===== config.mk =====
export PLATFORM = sky130hd
export DESIGN_NAME = ip_eth_rx
export DESIGN_NICKNAME = d
export VERILOG_FILES = /design/src/verilog/ip_rx_pkg.sv /design/src/verilog/ip_hdr_checksum.sv /design/src/verilog/ip_hdr_fields.sv /design/src/verilog/ip_rx_ctrl.sv /design/src/verilog/axis_skid_buffer.sv /design/src/verilog/ip_eth_rx.sv
export SDC_FILE = /design/constraint.sdc
export NUM_CORES = 1
export LEC_CHECK = 0
export BUFFER_PORTS_ARGS = -buffer_cell sky130_fd_sc_hd__buf_2
export CORE_ASPECT_RATIO = 0.6
export CORE_MARGIN = 3
export CORE_UTILIZATION = 30
export CTS_CLUSTER_DIAMETER = 50
export CTS_CLUSTER_SIZE = 10
export DETAILED_ROUTE_END_ITERATION = 7
export GPL_TIMING_DRIVEN = 0
export SLEW_MARGIN = 20
export SYNTH_ARGS = -nofsm -noshare
export SYNTH_HDL_FRONTEND = slang
export SYNTH_SLANG_ARGS = --single-unit

===== constraint.sdc =====
create_clock -name clk -period 11.83 [get_ports clk]
set_input_delay 1.183 -clock clk [delete_from_list [all_inputs] [get_ports clk]]
set_output_delay 1.183 -clock clk [all_outputs]
set_load 0.02 [all_outputs]

===== src/verilog/ip_rx_pkg.sv =====
// shared types and constants for the IPv4 receive parser
// imported by the controller, the header field bank and the top level
package ip_rx_pkg;

    // stream and header field types
    typedef logic [7:0]  byte_t;
    typedef logic [15:0] ip_len_t;
    typedef logic [31:0] ip_addr_t;
    typedef logic [4:0]  hdr_idx_t;

    // fixed header without options
    localparam int IP_HDR_BYTES = 20;
    localparam logic [3:0] IP_VERSION = 4'd4;
    localparam logic [3:0] IP_IHL = 4'd5;

    // byte offsets of the fields that are kept
    localparam hdr_idx_t HDR_OFF_VER_IHL  = 5'd0;
    localparam hdr_idx_t HDR_OFF_LENGTH   = 5'd2;
    localparam hdr_idx_t HDR_OFF_TTL      = 5'd8;
    localparam hdr_idx_t HDR_OFF_PROTOCOL = 5'd9;
    localparam hdr_idx_t HDR_OFF_SRC_IP   = 5'd12;
    localparam hdr_idx_t HDR_OFF_DST_IP   = 5'd16;

    // frame controller states
    typedef enum logic [2:0] {
        IDLE,
        READ_HEADER,
        READ_PAYLOAD,
        READ_PAYLOAD_LAST,
        WAIT_LAST
    } rx_state_t;

endpackage


===== src/verilog/ip_hdr_checksum.sv =====
// running ones' complement sum over the IPv4 header bytes
// sum_ok reports whether the sum including the current byte is all ones
`timescale 1ns/100ps

module ip_hdr_checksum (
    input  logic                clk,
    input  logic                rst_n,
    input  logic                sum_clear,
    input  logic                hdr_store,
    input  ip_rx_pkg::hdr_idx_t hdr_idx,
    input  ip_rx_pkg::byte_t    byte_in,
    output logic                sum_ok
);

    logic [15:0] sum_q;
    logic [15:0] base;
    logic [15:0] lane;
    logic [16:0] raw;
    logic [15:0] sum_next;

    // a new frame starts from zero instead of the old sum
    assign base = sum_clear ? 16'h0000 : sum_q;

    // even bytes are the high half of a 16-bit word
    assign lane = hdr_idx[0] ? {8'h00, byte_in} : {byte_in, 8'h00};

    // end-around carry
    assign raw = base + lane;
    assign sum_next = raw[15:0] + {15'd0, raw[16]};
    assign sum_ok = (sum_next == 16'hffff);

    always_ff @(posedge clk or negedge rst_n) begin
        if (!rst_n) begin
            sum_q <= 16'h0000;
        end else if (hdr_store) begin
            sum_q <= sum_next;
        end
    end

endmodule


===== src/verilog/ip_hdr_fields.sv =====
// captures the kept IPv4 header fields as the header bytes stream in
// fields hold their value until the next frame overwrites them
`timescale 1ns/100ps

module ip_hdr_fields (
    input  logic                 clk,
    input  logic                 rst_n,
    input  logic                 hdr_store,
    input  ip_rx_pkg::hdr_idx_t  hdr_idx,
    input  ip_rx_pkg::byte_t     byte_in,
    output logic [3:0]           ip_version,
    output logic [3:0]           ip_ihl,
    output ip_rx_pkg::ip_len_t   ip_length,
    output ip_rx_pkg::byte_t     ip_ttl,
    output ip_rx_pkg::byte_t     ip_protocol,
    output ip_rx_pkg::ip_addr_t  ip_source_ip,
    output ip_rx_pkg::ip_addr_t  ip_dest_ip
);

    import ip_rx_pkg::*;

    always_ff @(posedge clk or negedge rst_n) begin
        if (!rst_n) begin
            ip_version   <= '0;
            ip_ihl       <= '0;
            ip_length    <= '0;
            ip_ttl       <= '0;
            ip_protocol  <= '0;
            ip_source_ip <= '0;
            ip_dest_ip   <= '0;
        end else if (hdr_store) begin
            if (hdr_idx == HDR_OFF_VER_IHL) begin
                {ip_version, ip_ihl} <= byte_in;
            end
            // length arrives high byte first
            if (hdr_idx == HDR_OFF_LENGTH) begin
                ip_length[15:8] <= byte_in;
            end
            if (hdr_idx == HDR_OFF_LENGTH + 5'd1) begin
                ip_length[7:0] <= byte_in;
            end
            if (hdr_idx == HDR_OFF_TTL) begin
                ip_ttl <= byte_in;
            end
            if (hdr_idx == HDR_OFF_PROTOCOL) begin
                ip_protocol <= byte_in;
            end
            // addresses shift in msb first
            if (hdr_idx >= HDR_OFF_SRC_IP && hdr_idx < HDR_OFF_DST_IP) begin
                ip_source_ip <= {ip_source_ip[23:0], byte_in};
            end
            if (hdr_idx >= HDR_OFF_DST_IP) begin
                ip_dest_ip <= {ip_dest_ip[23:0], byte_in};
            end
        end
    end

endmodule


===== src/verilog/ip_rx_ctrl.sv =====
// frame FSM of the IPv4 receive parser for header, payload trimming and errors
// drives the field bank and checksum, and feeds the payload skid buffer
`timescale 1ns/100ps

module ip_rx_ctrl (
    input  logic                clk,
    input  logic                rst_n,
    input  ip_rx_pkg::byte_t    s_tdata,
    input  logic                s_tvalid,
    input  logic                s_tlast,
    output logic                s_tready,
    output logic                m_hdr_valid,
    input  logic                m_hdr_ready,
    output logic                hdr_store,
    output logic                sum_clear,
    output ip_rx_pkg::hdr_idx_t hdr_idx,
    input  logic                sum_ok,
    input  logic [3:0]          ip_version,
    input  logic [3:0]          ip_ihl,
    input  ip_rx_pkg::ip_len_t  ip_length,
    output ip_rx_pkg::byte_t    int_tdata,
    output logic                int_tvalid,
    output logic                int_tlast,
    output logic                int_tuser,
    input  logic                tready_early,
    output logic                error_header_early_termination,
    output logic                error_payload_early_termination,
    output logic                error_invalid_header,
    output logic                error_invalid_checksum
);

    import ip_rx_pkg::*;

    rx_state_t state, state_next;
    hdr_idx_t  idx_next;
    ip_len_t   remaining, remaining_next;
    byte_t     last_byte;
    logic      store_last;
    logic      accept;
    logic      s_tready_next;
    logic      hdr_valid_next;
    logic      hdr_term_next, pay_term_next, bad_hdr_next, bad_sum_next;

    assign accept = s_tready && s_tvalid;

    // byte 0 is taken in IDLE and the rest in READ_HEADER
    assign hdr_store = accept && (state == IDLE || state == READ_HEADER);
    assign sum_clear = (state == IDLE);

    always_comb begin
        state_next = state;
        idx_next = hdr_idx;
        remaining_next = remaining;
        store_last = 1'b0;
        s_tready_next = 1'b0;
        hdr_valid_next = m_hdr_valid && !m_hdr_ready;
        hdr_term_next = 1'b0;
        pay_term_next = 1'b0;
        bad_hdr_next = 1'b0;
        bad_sum_next = 1'b0;
        int_tdata = s_tdata;
        int_tvalid = 1'b0;
        int_tlast = s_tlast;
        int_tuser = 1'b0;

        case (state)
            IDLE, READ_HEADER: begin
                // hold off a new frame while the previous header waits
                s_tready_next = (state == IDLE) ? !hdr_valid_next : 1'b1;
                if (accept) begin
                    s_tready_next = 1'b1;
                    idx_next = hdr_idx + 5'd1;
                    state_next = READ_HEADER;
                    if (s_tlast) begin
                        hdr_term_next = 1'b1;
                        idx_next = '0;
                        s_tready_next = !hdr_valid_next;
                        state_next = IDLE;
                    end else if (hdr_idx == hdr_idx_t'(IP_HDR_BYTES - 1)) begin
                        idx_next = '0;
                        remaining_next = ip_length - ip_len_t'(IP_HDR_BYTES);
                        if (ip_version != IP_VERSION || ip_ihl != IP_IHL) begin
                            bad_hdr_next = 1'b1;
                            state_next = WAIT_LAST;
                        end else if (!sum_ok) begin
                            bad_sum_next = 1'b1;
                            state_next = WAIT_LAST;
                        end else begin
                            hdr_valid_next = 1'b1;
                            s_tready_next = tready_early;
                            state_next = READ_PAYLOAD;
                        end
                    end
                end
            end
            READ_PAYLOAD: begin
                s_tready_next = tready_early;
                if (accept) begin
                    remaining_next = remaining - 16'd1;
                    int_tvalid = 1'b1;
                    if (s_tlast) begin
                        // frame shorter than the IP length says
                        if (remaining > 16'd1) begin
                            int_tuser = 1'b1;
                            pay_term_next = 1'b1;
                        end
                        s_tready_next = !hdr_valid_next;
                        state_next = IDLE;
                    end else if (remaining == 16'd1) begin
                        // keep the final byte until tlast shows up
                        store_last = 1'b1;
                        int_tvalid = 1'b0;
                        state_next = READ_PAYLOAD_LAST;
                    end
                end
            end
            READ_PAYLOAD_LAST: begin
                // padding is dropped while the held byte waits for tlast
                s_tready_next = tready_early;
                int_tdata = last_byte;
                if (accept && s_tlast) begin
                    int_tvalid = 1'b1;
                    s_tready_next = !hdr_valid_next;
                    state_next = IDLE;
                end
            end
            WAIT_LAST: begin
                s_tready_next = 1'b1;
                if (accept && s_tlast) begin
                    s_tready_next = !hdr_valid_next;
                    state_next = IDLE;
                end
            end
            default: begin
                state_next = IDLE;
            end
        endcase
    end

    always_ff @(posedge clk or negedge rst_n) begin
        if (!rst_n) begin
            state <= IDLE;
            hdr_idx <= '0;
            remaining <= '0;
            s_tready <= 1'b0;
            m_hdr_valid <= 1'b0;
            error_header_early_termination <= 1'b0;
            error_payload_early_termination <= 1'b0;
            error_invalid_header <= 1'b0;
            error_invalid_checksum <= 1'b0;
        end else begin
            state <= state_next;
            hdr_idx <= idx_next;
            remaining <= remaining_next;
            s_tready <= s_tready_next;
            m_hdr_valid <= hdr_valid_next;
            error_header_early_termination <= hdr_term_next;
            error_payload_early_termination <= pay_term_next;
            error_invalid_header <= bad_hdr_next;
            error_invalid_checksum <= bad_sum_next;
        end
    end

    always_ff @(posedge clk) begin
        if (store_last) begin
            last_byte <= s_tdata;
        end
    end

endmodule


===== src/verilog/axis_skid_buffer.sv =====
// two-register output stage for a valid/ready stream with early ready
// the upstream source registers tready_early and may send one more beat
`timescale 1ns/100ps

module axis_skid_buffer #(
    parameter int DATA_WIDTH = 8
) (
    input  logic                  clk,
    input  logic                  rst_n,
    input  logic [DATA_WIDTH-1:0] int_tdata,
    input  logic                  int_tvalid,
    input  logic                  int_tlast,
    input  logic                  int_tuser,
    output logic                  tready_early,
    output logic [DATA_WIDTH-1:0] m_tdata,
    output logic                  m_tvalid,
    output logic                  m_tlast,
    output logic                  m_tuser,
    input  logic                  m_tready
);

    logic                  ready_q;
    logic [DATA_WIDTH-1:0] tmp_tdata;
    logic                  tmp_tvalid, tmp_tlast, tmp_tuser;
    logic                  out_valid_next, tmp_valid_next;
    logic                  load_out, load_tmp, tmp_to_out;

    // room next cycle if the sink takes a beat or both registers are empty
    assign tready_early = m_tready || (!tmp_tvalid && !m_tvalid);

    always_comb begin
        out_valid_next = m_tvalid;
        tmp_valid_next = tmp_tvalid;
        load_out = 1'b0;
        load_tmp = 1'b0;
        tmp_to_out = 1'b0;
        if (ready_q) begin
            if (m_tready || !m_tvalid) begin
                out_valid_next = int_tvalid;
                load_out = 1'b1;
            end else begin
                // beat already in flight when the sink stalled
                tmp_valid_next = int_tvalid;
                load_tmp = 1'b1;
            end
        end else if (m_tready) begin
            out_valid_next = tmp_tvalid;
            tmp_valid_next = 1'b0;
            tmp_to_out = 1'b1;
        end
    end

    always_ff @(posedge clk or negedge rst_n) begin
        if (!rst_n) begin
            ready_q <= 1'b0;
            m_tvalid <= 1'b0;
            tmp_tvalid <= 1'b0;
        end else begin
            ready_q <= tready_early;
            m_tvalid <= out_valid_next;
            tmp_tvalid <= tmp_valid_next;
        end
    end

    always_ff @(posedge clk) begin
        if (load_out) begin
            {m_tdata, m_tlast, m_tuser} <= {int_tdata, int_tlast, int_tuser};
        end else if (tmp_to_out) begin
            {m_tdata, m_tlast, m_tuser} <= {tmp_tdata, tmp_tlast, tmp_tuser};
        end
        if (load_tmp) begin
            {tmp_tdata, tmp_tlast, tmp_tuser} <= {int_tdata, int_tlast, int_tuser};
        end
    end

endmodule


===== src/verilog/ip_eth_rx.sv =====
// top level of the IPv4 receive parser behind an Ethernet MAC
// takes the byte stream and gives header fields, trimmed payload and error pulses
`timescale 1ns/100ps

module ip_eth_rx (
    input  logic                clk,
    input  logic                rst_n,
    input  ip_rx_pkg::byte_t    s_tdata,
    input  logic                s_tvalid,
    input  logic                s_tlast,
    output logic                s_tready,
    output logic                m_hdr_valid,
    input  logic                m_hdr_ready,
    output ip_rx_pkg::ip_len_t  ip_length,
    output ip_rx_pkg::byte_t    ip_ttl,
    output ip_rx_pkg::byte_t    ip_protocol,
    output ip_rx_pkg::ip_addr_t ip_source_ip,
    output ip_rx_pkg::ip_addr_t ip_dest_ip,
    output ip_rx_pkg::byte_t    m_tdata,
    output logic                m_tvalid,
    output logic                m_tlast,
    output logic                m_tuser,
    input  logic                m_tready,
    output logic                error_header_early_termination,
    output logic                error_payload_early_termination,
    output logic                error_invalid_header,
    output logic                error_invalid_checksum
);

    import ip_rx_pkg::*;

    logic       hdr_store;
    logic       sum_clear;
    hdr_idx_t   hdr_idx;
    logic       sum_ok;
    logic [3:0] ip_version;
    logic [3:0] ip_ihl;
    byte_t      int_tdata;
    logic       int_tvalid, int_tlast, int_tuser;
    logic       tready_early;

    ip_rx_ctrl u_ctrl (
        .clk                             (clk),
        .rst_n                           (rst_n),
        .s_tdata                         (s_tdata),
        .s_tvalid                        (s_tvalid),
        .s_tlast                         (s_tlast),
        .s_tready                        (s_tready),
        .m_hdr_valid                     (m_hdr_valid),
        .m_hdr_ready                     (m_hdr_ready),
        .hdr_store                       (hdr_store),
        .sum_clear                       (sum_clear),
        .hdr_idx                         (hdr_idx),
        .sum_ok                          (sum_ok),
        .ip_version                      (ip_version),
        .ip_ihl                          (ip_ihl),
        .ip_length                       (ip_length),
        .int_tdata                       (int_tdata),
        .int_tvalid                      (int_tvalid),
        .int_tlast                       (int_tlast),
        .int_tuser                       (int_tuser),
        .tready_early                    (tready_early),
        .error_header_early_termination  (error_header_early_termination),
        .error_payload_early_termination (error_payload_early_termination),
        .error_invalid_header            (error_invalid_header),
        .error_invalid_checksum          (error_invalid_checksum)
    );

    ip_hdr_fields u_fields (
        .clk          (clk),
        .rst_n        (rst_n),
        .hdr_store    (hdr_store),
        .hdr_idx      (hdr_idx),
        .byte_in      (s_tdata),
        .ip_version   (ip_version),
        .ip_ihl       (ip_ihl),
        .ip_length    (ip_length),
        .ip_ttl       (ip_ttl),
        .ip_protocol  (ip_protocol),
        .ip_source_ip (ip_source_ip),
        .ip_dest_ip   (ip_dest_ip)
    );

    ip_hdr_checksum u_checksum (
        .clk       (clk),
        .rst_n     (rst_n),
        .sum_clear (sum_clear),
        .hdr_store (hdr_store),
        .hdr_idx   (hdr_idx),
        .byte_in   (s_tdata),
        .sum_ok    (sum_ok)
    );

    axis_skid_buffer #(
        .DATA_WIDTH ($bits(byte_t))
    ) u_skid (
        .clk          (clk),
        .rst_n        (rst_n),
        .int_tdata    (int_tdata),
        .int_tvalid   (int_tvalid),
        .int_tlast    (int_tlast),
        .int_tuser    (int_tuser),
        .tready_early (tready_early),
        .m_tdata      (m_tdata),
        .m_tvalid     (m_tvalid),
        .m_tlast      (m_tlast),
        .m_tuser      (m_tuser),
        .m_tready     (m_tready)
    );

endmodule


==> results.cfg <==
[detailed_routing]
dr_total_vias = 6836
ant_nets = 0
routed_wl_um = 24400
avgViaCountPerCell = 5.03
drt_iter0_drc = 513
first_pass_iters = 5
routedWlPerCell_um = 18.0
route.detailed.drc = 0

[worst_setup_path]
crit_required_ns = 12.13
timing.rr.start = u_ctrl.state[1]
critPathKind = reg -> reg
path_max_fanout = 10
start_kind = flop
rrSetupSlack_ns = 5.12
startpoint = u_ctrl.state[1]
crit_arrival_ns = 7.02
critPathCaptureType = flop

[clock_tree]
cts.sinks = 181
cts_buffers = 17
ctsHtreeMaxLevel = 4
cts-root-buf = clkbuf_16
cts_resized = 0
cts_tree = done
clock_latency_ns = 0.45
cts_setup_buffers = 0
cts_buffer_depth = 2
holdBufCountCts = 0
path_clk_slew_ns = 0.07

[synthesis]
synth_area_leaders = dfrtp_1, mux2_2, edfxtp_1, ha_1, nand2_1
ys_seq_area_frac = 0.513
synthFlopType = dfrtp_1
yosys_warnings = 0
async_flop_share = 0.845
muxShareOfSynthArea = 0.151
synth-compound-area-share = 0.0974
yosys.area_share.adder = 0.0365
synth_top_family_by_area = multiplexers
avgSynthCellArea_um2 = 11.4
netlist_area_um2 = 9110
post_synth_inst_count = 799
synth_cell_type_count = 72
synth-edff-count = 28
synth_nets = 839
synth_top_area_cell = dfrtp_1
ys_ff_latch = 181
synth_xor_area_frac = 0.0374
synth_top_area_frac = 0.420
synth-simple-area-share = 0.140

[timing]
slew_headroom = 0.356
fin_crit_sh = 0.567
clock_skew_ns = 0.0150
fin_tns_setup_ns = 0
fmax_mhz = 149
finalSetupViolations = 0
tightest_slew_ns = 0.966
fin_crit_ns = 6.71
rsz0062_at_grt = false
finalHoldViolCount = 0
slew_viol_final = 0

[global_routing]
grt_pass1_wl_um = 38600
grt_pass1_vias = 6669
grt_overflow = 0
grt_use_total = 0.154
antenna_found_initial = 7
grt_max_degree = 92

[power_and_ir_drop]
p_int_w = 0.00132
power_switching_w = 0.000738
switching_share = 0.359
sequentialPowerShare = 0.403
pwr-share-clk = 0.285
power_density_nw_per_um2 = 188
p_leak_nw = 5.11
peakVddDrop_mv = 0.121
p_comb_frac = 0.311

[floorplanning]
io_pins = 127
die_h_um = 141
die_x_um = 231
coreArea_um2 = 29300
die_area_um2 = 32500
start_util = 0.311
row_count = 48

[place]
dp_hpwl_um = 17900
gp_congestion = 0.895
post_dp_cell_area_um2 = 10300
portBuffers = 126

[cells_and_area]
layout-drive-gt1-share = 0.313
final_cell_area_um2 = 10900
layout_commonest_cell = dfrtp_1
final_cell_mix = dfrtp_1, buf_2, mux2_2, nand2_1, o21ai_0
area_growth_pct = 19.7
nFillCells = 2981
diodes = 0
num-nets-final = 987

[worst_hold_path]
hold_path.class = reg -> reg
holdCritStartpoint = u_checksum.sum_q[0]

[status]
run_status = complete, no violations

[run]
drv_cap = 0
==> cells by family (layout without fill, tap and decap cells) <==
logic type	count (synthesis)	in the layout
AND/OR/NAND/NOR	237	237
flip-flops	181	181
AO/OA/AOI/OAI	137	137
multiplexers	122	122
buffers and inverters	58	219
XOR/XNOR	38	38
adder cells (fa/ha/maj)	26	26
==> worst paths after layout <==
kind	endpoint	cells past startpoint
max	u_ctrl.s_tready	25
min	u_checksum.sum_q[0]	2
max reg2reg	u_ctrl.s_tready	25
min reg2reg	u_checksum.sum_q[0]	2
max in group asynchronous	u_fields.ip_length[0]	2
min in group asynchronous	u_fields.ip_source_ip[0]	1
==> routing by layer <==
metal / wire, µm / GRT usage / vias up
met5: 0 / 0 / -
met4: 275 / 0.0375 / 0
met3: 1780 / 0.0398 / 17
met2: 9920 / 0.217 / 224
met1: 12500 / 0.234 / 3416
li1: - / - / 3179
==> critical path, cell delays in order, from the launching register on <==
cell	delay, ns
dfrtp_1	0.36
clkbuf_1	0.18
nor3_1	0.78
clkbuf_1	0.53
nor2b_1	0.11
ha_1	0.29
clkbuf_1	0.30
o21ai_0	0.16
o21bai_1	0.27
a21o_1	0.17
a221oi_1	0.19
o21bai_1	0.19
a21oi_1	0.09
nor2b_1	0.12
o21ai_0	0.08
nand2b_1	0.09
ha_1	0.17
ha_1	0.19
nand2_1	0.07
nor3_2	0.28
o2111ai_1	0.38
or3_1	0.48
or4_4	0.55
a21oi_2	0.14
and4_4	0.26
a21oi_1	0.12
==> power by group through the flow <==
| stage | Combinational (W) | Clock, W | Sequential, W |
|---|---|---|---|
| finish | 0.000639 | 0.000587 | 0.000829 |
| global route | 0.000705 | 0.000624 | 0.000847 |
| CTS | 0.000639 | 0.000605 | 0.000829 |
| detailed placement | 0.000636 | 0 | 0.000841 |
| global placement | 0.000623 | 0 | 0.000838 |
| floorplan | 0.000360 | 0 | 0.000903 |
==> stage by stage <==
stage	utilization	hold slack, ns	instances	power (W)	setup slack (ns)
floorplan	-	0.438	799	0.00126	6.50
finish	0.372	0.477	1360	0.00206	5.12
global placement	0.349	0.455	1325	0.00146	4.98
CTS	0.372	0.476	1360	0.00207	5.17
global route	0.372	0.487	1360	0.00218	4.59
detailed placement	0.352	0.459	1328	0.00148	4.92
==> registers in the layout (all words and copies together), names as in the netlist, 3 cells and up <==
name                   flops
u_ctrl.last_byte           8
u_fields.ip_length        16
u_skid.tmp_tdata           8
u_fields.ip_protocol       8
u_skid.m_tdata             8
u_ctrl.remaining          16
u_fields.ip_version        4
u_ctrl.hdr_idx             5
u_fields.ip_ttl            8
u_ctrl.state               3
u_checksum.sum_q          16
u_fields.ip_source_ip     32
u_fields.ip_dest_ip       32
u_fields.ip_ihl            4
==> synth_stat cells, drive strengths merged, types with 16 or more instances <==
master,n
ha,25
inv,16
a21oi,31
mux2,121
dfrtp,153
o21ai,46
nor2b,31
clkbuf,33
edfxtp,28
nor2,36
xor2,18
xnor2,20
nand2,64
nor3,19
==> layout make-up <==
class / instances / area (µm²) / area share
plain buffers: 42 / 166 / 0.0153
clock buffers: 20 / 468 / 0.0429
clock inverters: 12 / 129 / 0.0118
inverters: 16 / 60.1 / 0.00551
multi-input cells: 560 / 4230 / 0.388
flip-flops and latches: 181 / 4670 / 0.428
well taps: 400 / 500 / 0.0459
repair buffers: 129 / 681 / 0.0624
No activity file was read; power rests on OpenSTA's default activity.
